<file path="src/ice_consts.svh">
`ifndef ICE_CONSTS_SVH
`define ICE_CONSTS_SVH

// Slave ports on the arbiter
// Index 0 is basics and wins, index 1 is EIN
`define ICE_NUM_DEV 2

// Answer to the version query
`define ICE_VERSION 16'h0102

// Response type bytes
`define ICE_ACK 8'h00
`define ICE_NAK 8'h01

// Clocks per UART bit
`define UART_DIV 16'd8

// EIN divider after reset
`define EIN_DEFAULT_DIV 8'd3

`endif

</file>
<file path="src/ice_pkg.sv">
package ice_pkg;

	// Frame type byte, first byte of every host frame
	typedef enum logic [7:0] {
		// 'V', version query
		MSG_VERSION = 8'h56,
		// 'O', setting write
		MSG_SET     = 8'h4f,
		// 'o', setting read
		MSG_GET     = 8'h6f,
		// 'e', EIN/GOC burst
		MSG_EIN     = 8'h65
	} ice_msg_t;

endpackage

</file>
<file path="src/basics_int.sv">
`timescale 1ns/1ns
`include "ice_consts.svh"

module basics_int
	import ice_pkg::*;
(
	input  logic       clk,
	input  logic       rst_n,
	input  logic [7:0] ma_addr,
	input  logic [7:0] ma_data,
	input  logic       ma_data_valid,
	input  logic       ma_frame_valid,
	output logic [8:0] sl_data,
	input  logic       sl_data_latch,
	output logic       sl_arb_request,
	input  logic       sl_arb_grant,
	output logic       sl_nak,
	output logic       goc_mode,
	output logic       goc_polarity,
	output logic [7:0] ein_div
);

	// Setting selectors, 'm' and 'd'
	localparam logic [7:0]  SEL_MODE = 8'h6d;
	localparam logic [7:0]  SEL_DIV  = 8'h64;
	localparam logic [15:0] VERSION  = `ICE_VERSION;

	logic       fv_d;
	logic       own;
	logic [1:0] nbytes;
	logic [7:0] sel;
	logic [7:0] val;
	logic [7:0] resp [0:2];
	logic [1:0] idx;
	logic [1:0] last_idx;
	logic       frame_start;
	logic       frame_end;
	logic       is_mode;
	logic       sel_ok;
	logic       get_ok;
	logic [7:0] rd_value;

	assign frame_start = ma_frame_valid && !fv_d;
	assign frame_end   = fv_d && !ma_frame_valid;

	// Selector check, a write needs the value byte too
	assign is_mode  = (sel == SEL_MODE);
	assign sel_ok   = (is_mode || sel == SEL_DIV) &&
		(nbytes >= ((ma_addr == MSG_SET) ? 2'd2 : 2'd1));
	assign get_ok   = (ma_addr == MSG_GET) && sel_ok;
	assign rd_value = is_mode ? {6'd0, goc_polarity, goc_mode} : ein_div;

	// Body: length byte, then payload
	assign sl_data = sl_arb_grant ? {idx == last_idx, resp[idx]} : 9'd0;

	always_ff @(posedge clk) begin
		if (ma_data_valid && own && nbytes == 2'd0) begin
			sel <= ma_data;
		end
		if (ma_data_valid && own && nbytes == 2'd1) begin
			val <= ma_data;
		end
		if (frame_end && own) begin
			resp[0] <= (ma_addr == MSG_VERSION) ? 8'd2 : {7'd0, get_ok};
			resp[1] <= (ma_addr == MSG_VERSION) ? VERSION[15:8] : rd_value;
			resp[2] <= VERSION[7:0];
		end
	end

	always_ff @(posedge clk or negedge rst_n) begin
		if (!rst_n) begin
			fv_d           <= 1'b0;
			own            <= 1'b0;
			nbytes         <= '0;
			idx            <= '0;
			last_idx       <= '0;
			sl_arb_request <= 1'b0;
			sl_nak         <= 1'b0;
			goc_mode       <= 1'b0;
			goc_polarity   <= 1'b0;
			ein_div        <= `EIN_DEFAULT_DIV;
		end else begin
			fv_d <= ma_frame_valid;
			if (frame_start) begin
				own    <= ma_addr inside {MSG_VERSION, MSG_SET, MSG_GET};
				nbytes <= '0;
			end
			// Only the first two bytes matter
			if (ma_data_valid && own && nbytes != 2'd2) begin
				nbytes <= nbytes + 2'd1;
			end
			if (frame_end && own) begin
				own            <= 1'b0;
				idx            <= '0;
				sl_arb_request <= 1'b1;
				sl_nak         <= (ma_addr != MSG_VERSION) && !sel_ok;
				last_idx       <= (ma_addr == MSG_VERSION) ? 2'd2 : {1'b0, get_ok};
				if (ma_addr == MSG_SET && sel_ok && is_mode) begin
					{goc_polarity, goc_mode} <= val[1:0];
				end
				if (ma_addr == MSG_SET && sel_ok && !is_mode) begin
					ein_div <= val;
				end
			end
			// Advance as the controller takes each byte
			if (sl_data_latch && sl_arb_grant) begin
				if (idx == last_idx) begin
					sl_arb_request <= 1'b0;
				end else begin
					idx <= idx + 2'd1;
				end
			end
		end
	end

endmodule

</file>
<file path="src/ein_int.sv">
`timescale 1ns/1ns

module ein_int
	import ice_pkg::*;
(
	input  logic       clk,
	input  logic       rst_n,
	input  logic [7:0] ma_addr,
	input  logic [7:0] ma_data,
	input  logic       ma_data_valid,
	input  logic       ma_frame_valid,
	input  logic       goc_mode,
	input  logic       goc_polarity,
	input  logic [7:0] ein_div,
	output logic       emo,
	output logic       edi,
	output logic       eci,
	output logic       goc_pad,
	output logic [8:0] sl_data,
	input  logic       sl_data_latch,
	output logic       sl_arb_request,
	input  logic       sl_arb_grant,
	output logic       sl_nak
);

	logic       fv_d;
	logic       own;
	logic       shifting;
	logic [3:0] cnt;
	logic [7:0] data_mem [0:7];
	logic [2:0] byte_idx;
	logic [2:0] bit_idx;
	logic [7:0] ph_cnt;
	logic       emo_r;
	logic       edi_r;
	logic       eci_r;
	logic       last_bit;

	assign last_bit = ({1'b0, byte_idx} == cnt - 4'd1) && (bit_idx == 3'd0);

	// GOC mode moves the data onto the optical pad
	assign emo     = goc_mode ? 1'b0 : emo_r;
	assign edi     = goc_mode ? 1'b0 : edi_r;
	assign eci     = goc_mode ? 1'b0 : eci_r;
	assign goc_pad = goc_mode ? (edi_r ^ goc_polarity) : goc_polarity;

	// Body is always just length 0
	assign sl_data = sl_arb_grant ? {1'b1, 8'd0} : 9'd0;

	always_ff @(posedge clk) begin
		if (ma_data_valid && own && cnt < 4'd8) begin
			data_mem[cnt[2:0]] <= ma_data;
		end
	end

	always_ff @(posedge clk or negedge rst_n) begin
		if (!rst_n) begin
			fv_d <= 1'b0;
			own <= 1'b0;
			shifting <= 1'b0;
			cnt <= '0;
			byte_idx <= '0;
			bit_idx <= '0;
			ph_cnt <= '0;
			emo_r <= 1'b0;
			edi_r <= 1'b0;
			eci_r <= 1'b0;
			sl_arb_request <= 1'b0;
			sl_nak <= 1'b0;
		end else begin
			fv_d <= ma_frame_valid;
			if (ma_frame_valid && !fv_d) begin
				own <= (ma_addr == MSG_EIN);
				cnt <= '0;
			end
			// Saturates at 9, enough to flag overflow
			if (ma_data_valid && own && cnt != 4'd9) begin
				cnt <= cnt + 4'd1;
			end
			if (fv_d && !ma_frame_valid && own) begin
				own <= 1'b0;
				sl_nak <= (cnt > 4'd8);
				if (cnt > 4'd8 || cnt == 4'd0) begin
					sl_arb_request <= 1'b1;
				end else begin
					// Burst starts, first bit MSB of byte 0
					shifting <= 1'b1;
					emo_r <= 1'b1;
					edi_r <= data_mem[0][7];
					eci_r <= 1'b0;
					ph_cnt <= ein_div;
					byte_idx <= '0;
					bit_idx <= 3'd7;
				end
			end
			// Half bit is div+1 clocks
			if (shifting) begin
				if (ph_cnt != 8'd0) begin
					ph_cnt <= ph_cnt - 8'd1;
				end else begin
					ph_cnt <= ein_div;
					eci_r <= !eci_r;
					if (eci_r && last_bit) begin
						// ACK only after the last bit
						shifting <= 1'b0;
						emo_r <= 1'b0;
						edi_r <= 1'b0;
						sl_arb_request <= 1'b1;
					end else if (eci_r && bit_idx == 3'd0) begin
						byte_idx <= byte_idx + 3'd1;
						bit_idx <= 3'd7;
						edi_r <= data_mem[byte_idx + 3'd1][7];
					end else if (eci_r) begin
						bit_idx <= bit_idx - 3'd1;
						edi_r <= data_mem[byte_idx][bit_idx - 3'd1];
					end
				end
			end
			if (sl_data_latch && sl_arb_grant) begin
				sl_arb_request <= 1'b0;
			end
		end
	end

endmodule

</file>
<file path="src/ice_bus.sv">
`timescale 1ns/1ns
`include "ice_consts.svh"

module ice_bus (
	input  logic clk,
	input  logic rst_n,
	input  logic uart_rxd,
	output logic uart_txd,
	output logic ein_emo,
	output logic ein_edi,
	output logic ein_eci,
	output logic goc_pad
);

	// UART byte interface
	logic [7:0] uart_rx_data;
	logic [7:0] uart_tx_data;
	logic       uart_rx_latch;
	logic       uart_tx_latch;
	logic       uart_tx_empty;

	// Master bus, slave bus
	logic [7:0]                   ma_addr;
	logic [7:0]                   ma_data;
	logic                         ma_data_valid;
	logic                         ma_frame_valid;
	logic [`ICE_NUM_DEV-1:0][8:0] sl_data;
	logic [`ICE_NUM_DEV-1:0]      sl_nak;
	logic                         sl_data_latch;
	logic [`ICE_NUM_DEV-1:0]      sl_arb_request;
	logic [`ICE_NUM_DEV-1:0]      sl_arb_grant;

	// Settings from basics to EIN
	logic       goc_mode;
	logic       goc_polarity;
	logic [7:0] ein_div;

	uart uart_inst (
		.clk      (clk),
		.rst_n    (rst_n),
		.rx_in    (uart_rxd),
		.tx_out   (uart_txd),
		.tx_data  (uart_tx_data),
		.tx_latch (uart_tx_latch),
		.tx_empty (uart_tx_empty),
		.rx_data  (uart_rx_data),
		.rx_latch (uart_rx_latch)
	);

	ice_bus_controller ctrl_inst (
		.clk            (clk),
		.rst_n          (rst_n),
		.rx_char        (uart_rx_data),
		.rx_char_valid  (uart_rx_latch),
		.tx_char        (uart_tx_data),
		.tx_char_valid  (uart_tx_latch),
		.tx_char_ready  (uart_tx_empty),
		.ma_addr        (ma_addr),
		.ma_data        (ma_data),
		.ma_data_valid  (ma_data_valid),
		.ma_frame_valid (ma_frame_valid),
		.sl_data        (sl_data),
		.sl_nak         (sl_nak),
		.sl_data_latch  (sl_data_latch),
		.sl_arb_request (sl_arb_request),
		.sl_arb_grant   (sl_arb_grant)
	);

	// Slot 0, top priority
	basics_int basics_inst (
		.sl_data        (sl_data[0]),
		.sl_arb_request (sl_arb_request[0]),
		.sl_arb_grant   (sl_arb_grant[0]),
		.sl_nak         (sl_nak[0]),
		.*
	);

	// Slot 1
	ein_int ein_inst (
		.emo            (ein_emo),
		.edi            (ein_edi),
		.eci            (ein_eci),
		.sl_data        (sl_data[1]),
		.sl_arb_request (sl_arb_request[1]),
		.sl_arb_grant   (sl_arb_grant[1]),
		.sl_nak         (sl_nak[1]),
		.*
	);

endmodule

</file>
<file path="src/ice_bus_controller.sv">
`timescale 1ns/1ns
`include "ice_consts.svh"

module ice_bus_controller
	import ice_pkg::*;
(
	input  logic                         clk,
	input  logic                         rst_n,
	input  logic [7:0]                   rx_char,
	input  logic                         rx_char_valid,
	output logic [7:0]                   tx_char,
	output logic                         tx_char_valid,
	input  logic                         tx_char_ready,
	output logic [7:0]                   ma_addr,
	output logic [7:0]                   ma_data,
	output logic                         ma_data_valid,
	output logic                         ma_frame_valid,
	input  logic [`ICE_NUM_DEV-1:0][8:0] sl_data,
	input  logic [`ICE_NUM_DEV-1:0]      sl_nak,
	output logic                         sl_data_latch,
	input  logic [`ICE_NUM_DEV-1:0]      sl_arb_request,
	output logic [`ICE_NUM_DEV-1:0]      sl_arb_grant
);

	// Receive states
	localparam logic [2:0] R_TYPE = 3'd0;
	localparam logic [2:0] R_ID   = 3'd1;
	localparam logic [2:0] R_LEN  = 3'd2;
	localparam logic [2:0] R_DATA = 3'd3;
	localparam logic [2:0] R_END  = 3'd4;

	// Transmit states
	localparam logic [2:0] T_IDLE    = 3'd0;
	localparam logic [2:0] T_ID      = 3'd1;
	localparam logic [2:0] T_BODY    = 3'd2;
	localparam logic [2:0] T_NAK_LEN = 3'd3;
	localparam logic [2:0] T_DONE    = 3'd4;

	logic [2:0]              rx_state;
	logic [2:0]              tx_state;
	logic [7:0]              rx_len;
	logic [7:0]              evt_id;
	logic                    generate_nak;
	logic                    nak_pending;
	logic                    tx_nak_mode;
	logic                    send_ok;
	logic                    known_type;
	logic [`ICE_NUM_DEV-1:0] req_pick;
	logic [8:0]              body;

	// Types some slave answers
	assign known_type = ma_addr inside {MSG_VERSION, MSG_SET, MSG_GET, MSG_EIN};

	// tx_empty lags the load by a cycle
	assign send_ok = tx_char_ready && !tx_char_valid;

	// Lowest index wins
	assign req_pick = sl_arb_request & (~sl_arb_request + 1'b1);

	// Idle slaves drive zero
	always_comb begin
		body = '0;
		for (int i = 0; i < `ICE_NUM_DEV; i++) begin
			body = body | sl_data[i];
		end
	end

	// Frame parser, master bus strobes
	always_ff @(posedge clk or negedge rst_n) begin
		if (!rst_n) begin
			rx_state       <= R_TYPE;
			rx_len         <= '0;
			ma_frame_valid <= 1'b0;
			ma_data_valid  <= 1'b0;
			generate_nak   <= 1'b0;
		end else begin
			ma_data_valid <= 1'b0;
			generate_nak  <= 1'b0;
			case (rx_state)
				R_TYPE: begin
					if (rx_char_valid) begin
						rx_state <= R_ID;
					end
				end
				R_ID: begin
					if (rx_char_valid) begin
						rx_state <= R_LEN;
					end
				end
				R_LEN: begin
					if (rx_char_valid) begin
						rx_len         <= rx_char;
						ma_frame_valid <= 1'b1;
						rx_state       <= (rx_char == 8'd0) ? R_END : R_DATA;
					end
				end
				R_DATA: begin
					if (rx_char_valid) begin
						ma_data_valid <= 1'b1;
						rx_len        <= rx_len - 8'd1;
						if (rx_len == 8'd1) begin
							rx_state <= R_END;
						end
					end
				end
				default: begin
					// Frame done, nobody owns it
					ma_frame_valid <= 1'b0;
					generate_nak   <= !known_type;
					rx_state       <= R_TYPE;
				end
			endcase
		end
	end

	// Header bytes and data
	always_ff @(posedge clk) begin
		if (rx_char_valid) begin
			case (rx_state)
				R_TYPE:  ma_addr <= rx_char;
				R_ID:    evt_id <= rx_char;
				R_DATA:  ma_data <= rx_char;
				default: ;
			endcase
		end
	end

	// Response: type, event id, then slave body
	always_ff @(posedge clk or negedge rst_n) begin
		if (!rst_n) begin
			tx_state      <= T_IDLE;
			tx_char       <= '0;
			tx_char_valid <= 1'b0;
			sl_data_latch <= 1'b0;
			sl_arb_grant  <= '0;
			nak_pending   <= 1'b0;
			tx_nak_mode   <= 1'b0;
		end else begin
			tx_char_valid <= 1'b0;
			sl_data_latch <= 1'b0;
			case (tx_state)
				T_IDLE: begin
					// Immediate NAK beats the arbiter
					if (send_ok && nak_pending) begin
						tx_char       <= `ICE_NAK;
						tx_char_valid <= 1'b1;
						nak_pending   <= 1'b0;
						tx_nak_mode   <= 1'b1;
						tx_state      <= T_ID;
					end else if (send_ok && sl_arb_request != '0) begin
						sl_arb_grant  <= req_pick;
						tx_char       <= ((sl_nak & req_pick) != '0) ? `ICE_NAK : `ICE_ACK;
						tx_char_valid <= 1'b1;
						tx_nak_mode   <= 1'b0;
						tx_state      <= T_ID;
					end
				end
				T_ID: begin
					if (send_ok) begin
						tx_char       <= evt_id;
						tx_char_valid <= 1'b1;
						tx_state      <= tx_nak_mode ? T_NAK_LEN : T_BODY;
					end
				end
				T_NAK_LEN: begin
					if (send_ok) begin
						tx_char       <= 8'd0;
						tx_char_valid <= 1'b1;
						tx_state      <= T_IDLE;
					end
				end
				T_BODY: begin
					if (send_ok) begin
						tx_char       <= body[7:0];
						tx_char_valid <= 1'b1;
						sl_data_latch <= 1'b1;
						// Bit 8 flags the last byte
						if (body[8]) begin
							tx_state <= T_DONE;
						end
					end
				end
				default: begin
					// Grant held through the last latch
					sl_arb_grant <= '0;
					tx_state     <= T_IDLE;
				end
			endcase
			if (generate_nak) begin
				nak_pending <= 1'b1;
			end
		end
	end

endmodule

</file>
<file path="src/uart.sv">
`timescale 1ns/1ns
`include "ice_consts.svh"

module uart (
	input  logic       clk,
	input  logic       rst_n,
	input  logic       rx_in,
	output logic       tx_out,
	input  logic [7:0] tx_data,
	input  logic       tx_latch,
	output logic       tx_empty,
	output logic [7:0] rx_data,
	output logic       rx_latch
);

	localparam logic [15:0] HALF_DIV = `UART_DIV / 2;

	// Receiver state
	logic        rx_meta;
	logic        rx_sync;
	logic        rx_busy;
	logic [15:0] rx_cnt;
	logic [3:0]  rx_bits;
	logic [7:0]  rx_shift;

	// Transmitter state
	logic [8:0]  tx_shift;
	logic [3:0]  tx_bits;
	logic [15:0] tx_cnt;

	// Two flops for the async line, idles high
	always_ff @(posedge clk or negedge rst_n) begin
		if (!rst_n) begin
			rx_meta <= 1'b1;
			rx_sync <= 1'b1;
		end else begin
			rx_meta <= rx_in;
			rx_sync <= rx_meta;
		end
	end

	// rx_bits: 0 start, 1..8 data, 9 stop
	always_ff @(posedge clk or negedge rst_n) begin
		if (!rst_n) begin
			rx_busy  <= 1'b0;
			rx_cnt   <= '0;
			rx_bits  <= '0;
			rx_latch <= 1'b0;
		end else begin
			rx_latch <= 1'b0;
			if (!rx_busy) begin
				// Start bit edge, wait half a bit
				if (!rx_sync) begin
					rx_busy <= 1'b1;
					rx_cnt  <= HALF_DIV - 16'd1;
					rx_bits <= 4'd0;
				end
			end else if (rx_cnt != 16'd0) begin
				rx_cnt <= rx_cnt - 16'd1;
			end else begin
				// Mid-bit sample point
				rx_cnt  <= `UART_DIV - 16'd1;
				rx_bits <= rx_bits + 4'd1;
				if (rx_bits == 4'd0 && rx_sync) begin
					// Glitch on the line
					rx_busy <= 1'b0;
				end else if (rx_bits == 4'd9) begin
					rx_busy  <= 1'b0;
					// Framing error drops the byte
					rx_latch <= rx_sync;
				end
			end
		end
	end

	// LSB arrives first
	always_ff @(posedge clk) begin
		if (rx_busy && rx_cnt == 16'd0 && rx_bits != 4'd0 && rx_bits != 4'd9) begin
			rx_shift <= {rx_sync, rx_shift[7:1]};
		end
		if (rx_busy && rx_cnt == 16'd0 && rx_bits == 4'd9 && rx_sync) begin
			rx_data <= rx_shift;
		end
	end

	// tx_bits counts what is still to go after the current bit
	always_ff @(posedge clk or negedge rst_n) begin
		if (!rst_n) begin
			tx_out   <= 1'b1;
			tx_empty <= 1'b1;
			tx_bits  <= '0;
			tx_cnt   <= '0;
		end else if (tx_empty) begin
			if (tx_latch) begin
				// Start bit right away
				tx_out   <= 1'b0;
				tx_empty <= 1'b0;
				tx_bits  <= 4'd9;
				tx_cnt   <= `UART_DIV - 16'd1;
			end
		end else if (tx_cnt != 16'd0) begin
			tx_cnt <= tx_cnt - 16'd1;
		end else begin
			tx_cnt <= `UART_DIV - 16'd1;
			if (tx_bits == 4'd0) begin
				// End of stop bit
				tx_empty <= 1'b1;
			end else begin
				tx_out  <= tx_shift[0];
				tx_bits <= tx_bits - 4'd1;
			end
		end
	end

	// Data LSB first, stop bit on top
	always_ff @(posedge clk) begin
		if (tx_empty && tx_latch) begin
			tx_shift <= {1'b1, tx_data};
		end else if (!tx_empty && tx_cnt == 16'd0 && tx_bits != 4'd0) begin
			tx_shift <= {1'b1, tx_shift[8:1]};
		end
	end

endmodule
</file>
<file path="config.mk">
export PLATFORM = sky130hd
export DESIGN_NAME = ice_bus
export DESIGN_NICKNAME = d
export VERILOG_FILES = /design/src/ice_pkg.sv /design/src/basics_int.sv /design/src/ein_int.sv /design/src/ice_bus.sv /design/src/ice_bus_controller.sv /design/src/uart.sv
export VERILOG_INCLUDE_DIRS = /design/src
export SDC_FILE = /design/constraint.sdc
export NUM_CORES = 1
export LEC_CHECK = 0
export ABC_CLOCK_PERIOD_IN_PS = 4300
export BUFFER_PORTS_ARGS = -buffer_cell sky130_fd_sc_hd__buf_4
export CAP_MARGIN = 20
export CELL_PAD_IN_SITES_DETAIL_PLACEMENT = 0
export CELL_PAD_IN_SITES_GLOBAL_PLACEMENT = 2
export CORE_MARGIN = 2
export CORE_UTILIZATION = 45
export CTS_BUF_LIST = sky130_fd_sc_hd__clkbuf_16
export DETAILED_ROUTE_END_ITERATION = 10
export GPL_TIMING_DRIVEN = 0
export PLACE_DENSITY_LB_ADDON = 0.1
export SETUP_SLACK_MARGIN = 0.3
export SYNTH_ARGS = -nofsm -noshare
export SYNTH_HDL_FRONTEND = slang
export SYNTH_HIERARCHICAL = 1
export SYNTH_SLANG_ARGS = --single-unit
</file>
<file path="constraint.sdc">
create_clock -name clk -period 4.3 [get_ports clk]
set_input_delay 0.215 -clock clk [delete_from_list [all_inputs] [get_ports clk]]
set_output_delay 0.215 -clock clk [all_outputs]
set_load 0.01 [all_outputs]
</file>
Yosys cells after proc, flatten, opt, wreduce, memory -nomap -nowiden. Memory sizes are Yosys's and may differ from the RTL's. Index checks and enable logic that the tools add are counted. Widths: inputs -> output; s select.

Register bits after elaboration: 186. Bits in latches: 0. Bits of input ports: 3. Memories: 2. Logic and storage cells: 359. Output and inout bits: 5. ROM bits: 0. Memory bits (writable): 88.

Shift operators: 0. Reduce and logical (&&, ||, !) cells: 93. Add/subtract/negate cells: 13. Mux-type cells: 150. Div/mod/pow operators: 0. $lt $le $gt $ge: 4. Equality and inequality tests: 39. Bitwise gates (word level): 7. Multiply operators: 0.

Memory list: ein_inst.data_mem (depth 8, width 8, rd ports 3, clocked after Yosys merged registers in 0, wr ports 1, line ein_int.sv:30) `logic [7:0] data_mem [0:7];`; basics_inst.resp (depth 3, width 8, rd ports 1, clocked after Yosys merged registers in 0, wr ports 3, line basics_int.sv:33) `logic [7:0] resp [0:2];`.

Operators by type and width (count): $mux 8 (15); $mux 16 (6); $mux 1 (75); $mux 3 (25); $eq 8x7->1 const B (6); $mux 4 (9); $logic_and 1x1->1 (34); $logic_not 16->1 (2); $pmux 8 s4 (1); $reduce_bool 16->1 (2); $sub 16x1->16 const B (2); $pmux 3 s4 (2); $reduce_bool 2->1 (12); $mux 2 (10); $ne 2x1->1 const B (10); $reduce_and 2->1 (10); $mux 9 (2); $ne 2x2->1 const B (8); $pmux 8 s2 (1); $reduce_bool 4->1 (4); $sub 8x1->8 const B (2); $reduce_and 5->1 (3); $eq 3x2->1 const B (4); $logic_not 4->1 (3); 36 further kinds (58).

Depth between registers and ports, before layout. Gate-level depths: netlist (run 1).

Depth after elaboration: 9. Mapped depth: 10. Gate-level depth less buffers: 8.

By module. Netlist (run 1), hierarchy kept.

Modules (own cells, without submodules): ein_int (times used 1, cells an instance 313, area an instance 4334.2 sq um, sequential area each 2572.5 sq um); uart (times used 1, cells an instance 309, area an instance 3331.9 sq um, sequential area each 1876.8 sq um); ice_bus_controller (times used 1, cells an instance 219, area an instance 2446.1 sq um, sequential area each 1496.4 sq um); basics_int (times used 1, cells an instance 143, area an instance 2016.9 sq um, sequential area each 1283.7 sq um).

Worst setup path after synthesis (run 1). OpenSTA, ideal clock, no wires.

Kind: register to register. Start point: reg uart_inst.rx_cnt[0]. End point: reg uart_inst.rx_data[0] (enable). Arrival time: 2.675 ns. Setup slack: 1.241 ns. Stages on the path, launching flop included: 9. Library setup time: 0.383 ns. Required time: 3.917 ns. Path buffers: 2. Period minus slack after synthesis: 3.059 ns. Cells stage by stage: dfrtp_1 inv_1 ha_1 or3b_1 clkbuf_1 or2_2 clkbuf_1 or4_4 nor3_1.

Word-level cells in the longest chain between the ends: 4.

RTL lines: start: declaration (line uart.sv:22) `logic [15:0] rx_cnt;`; start signal: assignment (line uart.sv:55) `rx_cnt <= HALF_DIV - 16'd1;`; start signal: assignment (line uart.sv:59) `rx_cnt <= rx_cnt - 16'd1;`; start signal: assignment (line uart.sv:62) `` rx_cnt <= `UART_DIV - 16'd1; ``; $logic_not 16->1 (line uart.sv:81) `if (rx_busy && rx_cnt == 16'd0 && rx_bits == 4'd9 && rx_sync) begin`; $logic_and 1x1->1 (3 in series) (line uart.sv:81); end signal: assignment (line uart.sv:82) `rx_data <= rx_shift;`; end: declaration (line uart.sv:12) `output logic [7:0] rx_data,`.

Every way passes these cells. A chain may end at the register's enable or synchronous reset.

Worst setup path in the final report (run 1).
Start point: reg uart_inst.rx_cnt[0]. End point: reg uart_inst.rx_shift[3] (enable).

Word-level cells in the longest chain between the ends: 4.

RTL lines: $logic_not 16->1 (line uart.sv:78) `if (rx_busy && rx_cnt == 16'd0 && rx_bits != 4'd0 && rx_bits != 4'd9) begin`; $logic_and 1x1->1 (3 in series) (line uart.sv:78); end signal: assignment (line uart.sv:79) `rx_shift <= {rx_sync, rx_shift[7:1]};`; end: declaration (line uart.sv:24) `logic [7:0] rx_shift;`.

Every way passes these cells.

==> results of run 1 <==
## Yosys cell counts (4+ instances only)
library cell	n	area share (%)
a211o_1	4	0.29
a211oi_1	4	0.25
a21o_1	6	0.37
a21oi_1	50	2.1
a22o_1	9	0.65
a22oi_1	6	0.37
a31oi_1	10	0.52
and2_1	12	0.62
and3_1	10	0.52
buf_2	10	0.41
buf_4	11	0.68
clkbuf_1	26	0.80
dfrtp_1	117	24
dfstp_2	6	1.3
edfxtp_1	138	34
ha_1	21	2.2
inv_1	42	1.3
mux2_2	20	1.9
mux2i_1	10	0.83
mux4_1	8	1.7
mux4_2	11	2.0
nand2_1	71	2.2
nand2b_1	16	0.83
nand3_1	24	0.99
nand3b_1	6	0.37
nand4_1	7	0.36
nor2_1	63	1.9
nor2b_1	15	0.77
nor3_1	38	1.6
nor3b_1	5	0.31
nor4_1	12	0.62
nor4b_1	5	0.36
o211ai_1	6	0.37
o21a_1	4	0.25
o21ai_0	58	2.4
o31ai_1	12	0.74
or2_2	5	0.26
or3_1	5	0.26
or4_1	8	0.50
xnor2_1	16	1.2
xor2_1	4	0.29
## worst min-delay path by stage
stage / start / endpoint / slack [ps] / depth (start not counted)
6_report: rst_n / uart_inst/tx_cnt[13] / 220 / 2
5_1_grt: rst_n / uart_inst/tx_cnt[11] / 260 / 2
4_1_cts: rst_n / uart_inst/tx_cnt[13] / 230 / 2
3_5_place_dp: rst_n / uart_inst/tx_cnt[12] / 240 / 1
3_3_place_gp: uart_rxd / uart_inst/rx_meta / 320 / 1
2_1_floorplan: rst_n / basics_inst/ein_div[2] / -80 / 0
## layer usage
layer | wire (um) | share of wire, %
met5 | 0 | 0
met4 | 686 | 2.7
met3 | 745 | 2.9
met2 | 11900 | 46
met1 | 12300 | 48
## kinds of logic (layout without fill, tap and decap cells)
kind of cell | after synthesis | after routing | synth area share (%)
xor gates and xnor gates | 20 | 20 | 1.44
adders and majority gates | 21 | 21 | 2.17
AOI/OAI and AO/OA | 209 | 209 | 11.4
other | 1 | 8 | 0.0309
and+or+nand+nor | 329 | 329 | 15.4
buffers and inverters | 94 | 159 | 3.55
muxes | 49 | 49 | 6.46
DFF | 261 | 261 | 59.6
## cell usage in the layout, fill, tap and decap left out, types with 8 or more instances in the layout
| cell | synthesis | final |
|---|---|---|
| or4_1 | 8 | 8 |
| ha_1 | 21 | 21 |
| dfrtp_1 | 117 | 117 |
| and3_1 | 10 | 10 |
| xnor2_1 | 16 | 16 |
| nor4_1 | 12 | 12 |
| and2_1 | 12 | 12 |
| nor2b_1 | 15 | 15 |
| buf_2 | 10 | 10 |
| mux2_2 | 20 | 20 |
| o31ai_1 | 12 | 12 |
| conb_1 | 1 | 8 |
| clkbuf_1 | 26 | 26 |
| a21oi_1 | 50 | 50 |
| mux2i_1 | 10 | 10 |
| nor3_1 | 38 | 36 |
| mux4_2 | 11 | 11 |
| o21ai_0 | 58 | 58 |
| nand3_1 | 24 | 24 |
| edfxtp_1 | 138 | 138 |
| buf_4 | 11 | 17 |
| a22o_1 | 9 | 9 |
| a31oi_1 | 10 | 10 |
| clkbuf_16 | 0 | 29 |
| mux4_1 | 8 | 8 |
| nand2_1 | 71 | 71 |
| nor2_1 | 63 | 63 |
| nand2b_1 | 16 | 16 |
| inv_1 | 42 | 48 |
## what timing repair did
action	4_1_cts	5_1_grt
resized for setup	0	0
hold endpoints to repair	54	0
hold buffers	2	0
## state kept, by name, summed over array words and instances (netlist names), 8 cells and up
register	count
ctrl_inst/rx_len	8
uart_inst/rx_shift	8
ctrl_inst/ma_addr	8
uart_inst/tx_shift	8
uart_inst/rx_cnt	16
uart_inst/tx_cnt	16
uart_inst/rx_data	8
ctrl_inst/ma_data	8
ctrl_inst/evt_id	8
ein_inst/ph_cnt	8
ein_inst/data_mem	64
basics_inst/val	8
ctrl_inst/tx_char	8
basics_inst/ein_div	8
basics_inst/resp	10
basics_inst/sel	8
## worst reg2reg max path, cell delays in order (launching register included)
cell      delay (ps)
dfrtp_1          410
inv_1             70
ha_1             180
or3b_1           360
clkbuf_1         200
or2_2            310
clkbuf_1         200
or4_4            500
nor2_1           560
## power by group through the flow
stage | Clock [mW] | Sequential [mW] | Combinational [mW]
2_1_floorplan | 0 | 2.87 | 0.352
3_3_place_gp | 0 | 2.91 | 0.447
3_5_place_dp | 0 | 2.91 | 0.457
4_1_cts | 2.64 | 2.86 | 0.461
5_1_grt | 2.73 | 2.88 | 0.518
6_report | 2.56 | 2.86 | 0.454
## final cells by class
cell class	count	area, sq um	area share (%)
Buffer	52	273	1.99
Clock buffer	29	726	5.29
Clock inverter	25	270	1.97
Inverter	42	158	1.15
Multi-Input combinational cell	636	4520	33.0
Sequential cell	261	7230	52.7
Tap cell	341	427	3.11
Timing Repair Buffer	11	111	0.812
==> results.md, run 1 <==
* First-pass GRT wire length at about 42000 um
* Die W at 168 um
* Worst slew pin tran at 933 ps
* Post-synth ARST share at 47.1%
* Syn-to-layout area delta at 13.0%
* Placed insts at ~1300
* R2r setup slk at about 1100 ps
* Vias in the first global route at 7738
* Final count of hold timing violations at 0
* Gr ovfl total at 0
* Net Sw Power at 1.36 mW
* FF-to-FF path depth at 8
* Vias per inst at 5.52
* Seq cells post-synth at 261
* Vias at 7712
* Met1 Track Usage GR at 26.7%
* Pwr Total at 5.88 mW
* P per Cell Area at 429 nW/um^2
* WL/cell at 18.4 um
* EDFF count, synth at approximately 140
* H-Tree Depth at 1
* Latest clock arrival within the worst-skew pair at between 500 and 600 ps
* Status: finished clean
* IO buf count at 7
* Number of max-cap violations at 0
* VDD IR max at roughly 300 uV
* Gr busiest metal: met2
* Area after DPL at ~13000 sq um
* Final Max Tran Viols at 0
* Post-Layout Cell Count at 1397
* Clock buffer count from CTS at 29
* Fin nets at 1057
* Clock Sinks at 261
* Post-Place Setup Slack at between 700 and 800 ps
* CP bufs+invs at 3
* Site Rows at 60
* Worst setup margin at 1140 ps
* Final TNS setup at 0 ps
* Total GRT Usage at 18.6%
* Standby leakage power at roughly 5.3 nW
* RD Place Congestion at 0.782
* Share of cells above drive strength 1 at between 10% and 20%
* Sequential share of power at between 40% and 50%
* HPWL after DPL at 17600 um
* Yosys warns at 6
* Clk root buf: clkbuf_16
* Setup CP Type: register to register
* Number of diodes at 0
* Final WL at 25600 um
* Worst-path fanout max at 8
* I/O pin cnt at 8
* Grt met3 use at between 2 and 3%
* Clock Power Share at 43.6%
* Worst Hold Class: input pin to asynchronous set/reset pin
* Met2 global-route usage at 29.8%
* Layout Utilization at 51.3%
* Largest net degree at the start of global routing at 68
* Hold slack at roughly 220 ps
* Worst slew margin at 37.5%
* Fin crit period at 3160 ps
* Crit path DAT at ~3300 ps
* Crit share post-route at 73.4%
* CTS tree: yes
* Max stage delay on crit path at 560 ps
* Fmax achieved at 317 MHz
* Combinational group share of total power at between 7 and 8%
* Sequential cell area fraction in the yosys report at 59.6%
* 1st-pass router iterations at 5
* CP dominant cell by count: clkbuf_1
* Initial antenna violation count at 0
* Netlist cell types at 89
* Worst Setup EP: uart_inst/rx_shift[3]
* Initial Util at between 40% and 50%
* CP max-delay cell: nor2_1
* Max clock buf depth at 3
* Reg-to-Reg Start: uart_inst/rx_cnt[0]
* P_int at 4.51 mW
* Core Footprint at 26700 sq um
* Antenna-violating nets left at 0
* Final-report setup violation count at 0
* Clk_skew at 16.8 ps
* Average size of a mapped cell at around 12 sq um
* Post-CTS Setup Bufs at 0
* Critical Path RT at 4470 ps
* Die area at around 28000 sq um
* DRC violations left at 0
* Sw Ratio at 23.2%
* Final instance area at between 10000 and 15000 sq um
* Synthesized cell area at 12100 sq um
* Post-Syn Instances at between 900 and 1000
* Top FF cell, synth: edfxtp_1
* Fillers at around 2400
* Reg-to-reg critical path endpoint: uart_inst/rx_shift[3]
* Instance count on the critical path at 8
* Crit-path cells: inv_1 > ha_1 > or3b_1 > clkbuf_1 > or2_2 > clkbuf_1 > or4_4 > nor2_1
* Clk slew on worst S/H paths at 60 ps
* Initial drt markers at about 480
* Crit. Startpoint: uart_inst/rx_cnt[0]
* Endpoint class of the critical path: register
* Nature of the critical path startpoint: register
* Die Ht at about 170 um
* CP delay by family, top: simple AND/OR/NAND/NOR gates
* Unrepaired setup endpoints after global routing: no
(Power assumes the default switching activity.)
==> inputs of run 2 (changes only) <==
Settings changed: ABC_CLOCK_PERIOD_IN_PS 4300 to 2700, CORE_UTILIZATION 45 to 40.
Clock period 4.3 ns to 2.7 ns, I/O delays scaled along.
==> run 2 against run 1 <==
Clock power rose by 50%. Final cell count up 5.4%. Via count grew 0.91%. Largest power group unchanged. Global-route usage shrank 1.2 points. First-iteration DRC count fell by 0.21%. Critical endpoint is now uart_inst/rx_data[0]. Routed wire length increased by 4.8%. Sequential share of layout area shrank 1.7 points.
==> results.md, run 2 (synthesized netlist as in run 1, its figures left out) <==
* Share of cells above drive strength 1 at 19.6% (+5.3 points)
* Pwr Total at 9.34 mW (+59%)
* Endpoint class of the critical path: register
* Crit path DAT at 2880 ps (-450 ps)
* VDD IR max at 438 uV (+47%)
* Fillers at 2705 (+14%)
* I/O pin cnt at 8 (unchanged)
* Commonest non-fill, non-tap cell in the layout: edfxtp_1
* DRC violations left at 0 (unchanged)
* Worst-path fanout max at 8 (unchanged)
* CTS tree: yes
* Fmax achieved at 380 MHz (+20%)
* Total GRT Usage at 17.5% (-1.2 points)
* Fin nets at 1086 (+2.7%)
* Unrepaired setup endpoints after global routing: yes
* Final count of hold timing violations at 0 (unchanged)
* CP dominant cell by count: or4_4
* Site Rows at 63 (+5.0%)
* Crit-path cells: or4_1 > buf_6 > or4_4 > or4_4 > nor3_4 > buf_12
* Number of diodes at 0 (unchanged)
* Final Max Tran Viols at 0 (unchanged)
* H-Tree Depth at 1 (unchanged)
* Fin crit period at 2630 ps (-526 ps)
* Initial antenna violation count at 0 (unchanged)
* RD Place Congestion at 0.742 (-5.1%)
* Initial Util at 40.8% (-4.6 points)
* FF+latch area at 7230 sq um (unchanged)
* Worst slew margin at 36.4% (-1.1 points)
* Worst Hold Class: input pin to asynchronous set/reset pin
* Worst slew pin tran at 947 ps (+13.6 ps)
* Clk_skew at 10.5 ps (-6.20 ps)
* Critical Path RT at 2950 ps (-1520 ps)
* Syn-to-layout area delta at 16.8%
* Final WL at 26900 um (+4.8%)
* Clk slew on worst S/H paths at 60 ps (about the same)
* Vias per inst at 5.28 (-4.3%)
* Crit share post-route at 97.5% (+24 points)
* Vias in the first global route at 7708 (-0.39%)
* Die Ht at 178 um (+5.9%)
* Largest net degree at the start of global routing at 85 (+25%)
* Max clock buf depth at 3 (unchanged)
* Nature of the critical path startpoint: register
* Most frequent cells in the layout: edfxtp_1 (138), dfrtp_1 (117), nand2_1 (68)
* Multi-input gate area at 4690 sq um (+3.9%)
* Max stage delay on crit path at 560 ps (about the same)
* Status: finished clean
* Antenna-violating nets left at 0 (unchanged)
* CP bufs+invs at 2 (-1)
* Core Footprint at 29700 sq um (+11%)
* Initial drt markers at 475 (-0.21%)
* CP max-delay cell: or4_4
* Setup CP Type: register to register
* Die area at 31700 sq um (+12%)
* Gr ovfl total at 0 (unchanged)
* First-pass GRT wire length at 43800 um (+4.2%)
* Clock buffer count from CTS at 29 (unchanged)
* CP delay by family, top: simple AND/OR/NAND/NOR gates
* IO buf count at 7 (unchanged)
* Vias at 7782 (+0.91%)
* Die W at 178 um (+5.9%)
* Final TNS setup at 0 ps (unchanged)
* HPWL after DPL at 17900 um (+1.7%)
* Number of max-cap violations at 0 (unchanged)
* Final-report setup violation count at 0 (unchanged)
* Worst setup margin at 68.5 ps (-1070 ps)
* Max FFs per register at 64 (unchanged)
* Standby leakage power at 5.53 nW (+3.6%)
* Latest clock arrival within the worst-skew pair at 540 ps (about the same)
* Clock Sinks at 261 (unchanged)
* Hold slack at 73.9 ps (-146 ps)
* P per Cell Area at 659 nW/um^2 (+54%)
* 1st-pass router iterations at 4 (-1)
* WL/cell at 18.2 um (-0.62%)
* Post-Place Setup Slack at -242 ps (-1010 ps)
* Clk root buf: clkbuf_16
## run 2: timing repair
action / 4_1_cts / 5_1_grt
setup endpoints to repair: 63 / 71
pin swaps: 7 / 7
hold buffers: 2 / 0
endpoints found under the hold margin: 113 / 0
setup buffers: 19 / 10
resized for setup: 23 / 39
## run 2: path summary, 6_finish.rpt
path	start	to	slack [ps]	depth (start not counted)
worst max-delay path	uart_inst/rx_cnt[9]	uart_inst/rx_data[0]	70	6
worst min-delay path	rst_n	uart_inst/tx_cnt[2]	70	2
worst max register to register	uart_inst/rx_cnt[9]	uart_inst/rx_data[0]	70	6
worst min register to register	uart_inst/rx_meta	uart_inst/rx_sync	360	0
max in group asynchronous	rst_n	basics_inst/ein_div[1]	1830	3
min in group clk	uart_rxd	uart_inst/rx_meta	240	2
## run 2: per-stage QoR
stage          instances  utilization (%)  instance area [sq um]
2_1_floorplan        991                -                  12200
3_3_place_gp        1388             42.8                  12700
3_5_place_dp        1390             43.0                  12800
4_1_cts             1463             47.0                  14000
5_1_grt             1473             47.7                  14200
6_report            1473             47.7                  14200
## run 2: cell type report
class | instances | area share [%]
Buffer | 52 | 2.23
Clock inverter | 23 | 1.40
Tap cell | 390 | 3.44
Multi-Input combinational cell | 636 | 33.1
Sequential cell | 261 | 51.0
Timing Repair Buffer | 40 | 2.52
Inverter | 42 | 1.14
Clock buffer | 29 | 5.12
## run 2: metal layers
| layer | track usage (%) | wire [um] | vias to the layer above | part of all wire [%] |
|---|---|---|---|---|
| met4 | 3.72 | 454 | 0 | 1.7 |
| li1 | - | - | 3829 | - |
| met5 | 0 | 0 | - | 0 |
| met2 | 27.6 | 12200 | 80 | 46 |
| met1 | 25.9 | 13400 | 3836 | 50 |
| met3 | 2.11 | 800 | 37 | 3.0 |
## run 2: power by group
group | switching, mW | total [mW] | internal, mW
clock network | 1.61 | 3.85 | 2.24
registers | 0.193 | 4.55 | 4.36
logic | 0.486 | 0.939 | 0.453
==> inputs of run 3 (changes only) <==
Settings changed: RECOVER_POWER set to 25.
==> run 3 against run 2 <==
The flow now finishes with violations (capacitance limit, slew limit). Sequential share of layout area about the same. Clock skew about the same. Flip-flop and latch count unchanged. Sequential power about the same. Register-to-register slack about the same. Hold slack improved by 180 ps. Die area unchanged.
==> results.md, run 3 (synthesized netlist as in run 1, its figures left out) <==
* P per Cell Area at 659 nW/um^2 (about the same)
* Fin nets at 1086 (unchanged)
* 1st-pass router iterations at 4 (unchanged)
* Unrepaired setup endpoints after global routing: yes
* IO buf count at 7 (unchanged)
* Vias at 7799 (+0.22%)
* Initial drt markers at 475 (unchanged)
* Clock buffer count from CTS at 29 (unchanged)
* Initial Util at 40.8% (unchanged)
* Failing checks: capacitance limit, slew limit
* Final WL at 26900 um (about the same)
* Fmax achieved at 380 MHz (about the same)
* Clk root buf: clkbuf_16
* Status: finished, violations left
* Share of cells above drive strength 1 at 19.4% (-0.18 points)
* Final-report setup violation count at 0 (unchanged)
* Worst slew pin tran at 1950 ps (+1010 ps)
* Core Footprint at 29700 sq um (unchanged)
* Clk slew on worst S/H paths at 60 ps (about the same)
* Initial antenna violation count at 0 (unchanged)
* Total GRT Usage at 17.5% (unchanged)
* Site Rows at 63 (unchanged)
* Worst Hold Class: input pin to register
* Final count of hold timing violations at 0 (unchanged)
* Net Sw Power at 2.29 mW (about the same)
* Die W at 178 um (unchanged)
* Die area at 31700 sq um (unchanged)
* Sw Ratio at 24.5% (about the same)
* HPWL after DPL at 17900 um (unchanged)
* Antenna-violating nets left at 0 (unchanged)
* Largest net degree at the start of global routing at 85 (unchanged)
* VDD IR max at 438 uV (unchanged)
* Max stage delay on crit path at 560 ps (about the same)
* Crit path DAT at 2890 ps (about the same)
* Setup CP Type: register to register
* WL/cell at 18.2 um (about the same)
* Vias in the first global route at 7708 (unchanged)
* Clock Power Share at 41.2% (about the same)
* CP delay by family, top: simple AND/OR/NAND/NOR gates
* Layout Utilization at 47.7% (about the same)
* CP dominant cell by count: or4_4
* Nature of the critical path startpoint: register
* Fin crit period at 2630 ps (+1.93 ps)
* Die Ht at 178 um (unchanged)
* Commonest non-fill, non-tap cell in the layout: edfxtp_1
* P_int at 7.05 mW (about the same)
* CTS tree: yes
* Crit-path cells: or4_1 > buf_6 > or4_4 > or4_4 > nor3_4 > buf_12
* Critical Path RT at 2950 ps (about the same)
* Syn-to-layout area delta at 16.8% (about the same)
* CP bufs+invs at 2 (unchanged)
* Standby leakage power at 5.53 nW (about the same)
* H-Tree Depth at 1 (unchanged)
* Number of max-cap violations at 1 (+1)
* Worst-path fanout max at 8 (unchanged)
* CP max-delay cell: or4_4
* Most frequent cells in the layout: edfxtp_1 (138), dfrtp_1 (117), nand2_1 (68)
* Clk_skew at 10.6 ps (+0.0687 ps)
* Gr ovfl total at 0 (unchanged)
* First-pass GRT wire length at 43800 um (unchanged)
* I/O pin cnt at 8 (unchanged)
* RD Place Congestion at 0.742 (unchanged)
* Max clock buf depth at 3 (unchanged)
* DRC violations left at 0 (unchanged)
* Vias per inst at 5.29 (+0.22%)
* Final Max Tran Viols at 40 (+40)
* Combinational group share of total power at 10.1% (about the same)
* Worst slew margin at -30.1% (-66 points)
* Pwr Total at 9.34 mW (about the same)
* Sequential share of power at 48.7% (about the same)
* Max FFs per register at 64 (unchanged)
* Number of diodes at 0 (unchanged)
* Latest clock arrival within the worst-skew pair at 540 ps (about the same)
* Endpoint class of the critical path: register
* Clock Sinks at 261 (unchanged)
* Crit share post-route at 97.5% (about the same)
run 3: changes by cell type in the layout (fill, tap and decap cells not counted), sizes merged:
cell / previous run / this run
buf: 66 / 64
clkbuf: 53 / 54
dlygate4sd2: 0 / 1
run 3: cell type report:
cell class	instances	area [sq um]
flip-flops and latches	261	7230
inverters	42	161
fillers	2706	15600
well taps	390	488
plain buffers	52	317
multi-input cells	636	4690
clock inverters	23	198
repair buffers	40	354
clock buffers	29	726
run 3: what timing repair did:
item,CTS,global route
hold buffers,2,0
endpoints found under the setup margin,63,71
pin swaps,7,7
buffers inserted,19,10
resized for setup,23,39
hold endpoints to repair,113,0
run 3: routing by layer:
layer | GRT usage [%] | wire length (um) | vias to the layer above
met5 | 0 | 0 | -
li1 | - | - | 3831
met3 | 2.11 | 848 | 37
met1 | 25.9 | 13400 | 3843
met4 | 3.72 | 454 | 0
met2 | 27.6 | 12200 | 88
run 3: path summary, 6_finish.rpt:
check / end / cells past startpoint / from / slack [ps]
worst max-delay path: uart_inst/rx_data[0] / 6 / uart_inst/rx_cnt[9] / 70
worst min-delay path: uart_inst/rx_meta / 2 / uart_rxd / 250
worst max register to register: uart_inst/rx_data[0] / 6 / uart_inst/rx_cnt[9] / 70
worst min register to register: uart_inst/rx_sync / 0 / uart_inst/rx_meta / 360
max in group asynchronous: basics_inst/ein_div[1] / 3 / rst_n / 640
min in group asynchronous: uart_inst/tx_cnt[2] / 2 / rst_n / 820
run 3: worst reg2reg max path, cell delays in order (launching register included):
cell and delay, ps:
dfrtp_1 380, or4_1 540, buf_6 140, or4_4 420, or4_4 560, nor3_4 170
buf_12 150
run 3: stage by stage:
| step | area [sq um] | setup TNS [ps] | setup slack (ps) | std cells | hold slack (ps) |
|---|---|---|---|---|---|
| 6_report | 14200 | 0 | 66.6 | 1473 | 255 |
| 5_1_grt | 14200 | 0 | 21.5 | 1473 | 253 |
| 3_5_place_dp | 12800 | -2740 | -242 | 1390 | 76.5 |
| 2_1_floorplan | 12200 | 0 | 52.3 | 991 | -161 |
| 4_1_cts | 14000 | 0 | 52.3 | 1463 | 70.4 |
| 3_3_place_gp | 12700 | -2860 | -249 | 1388 | 243 |
run 3: power by group through the flow:
stage / clock network (mW) / registers (mW) / logic (mW)
floorplan: 0 / 4.57 / 0.571
global placement: 0 / 4.63 / 0.729
detailed placement: 0 / 4.63 / 0.745
CTS: 3.96 / 4.55 / 0.904
global route: 4.11 / 4.59 / 1.06
finish: 3.85 / 4.55 / 0.939
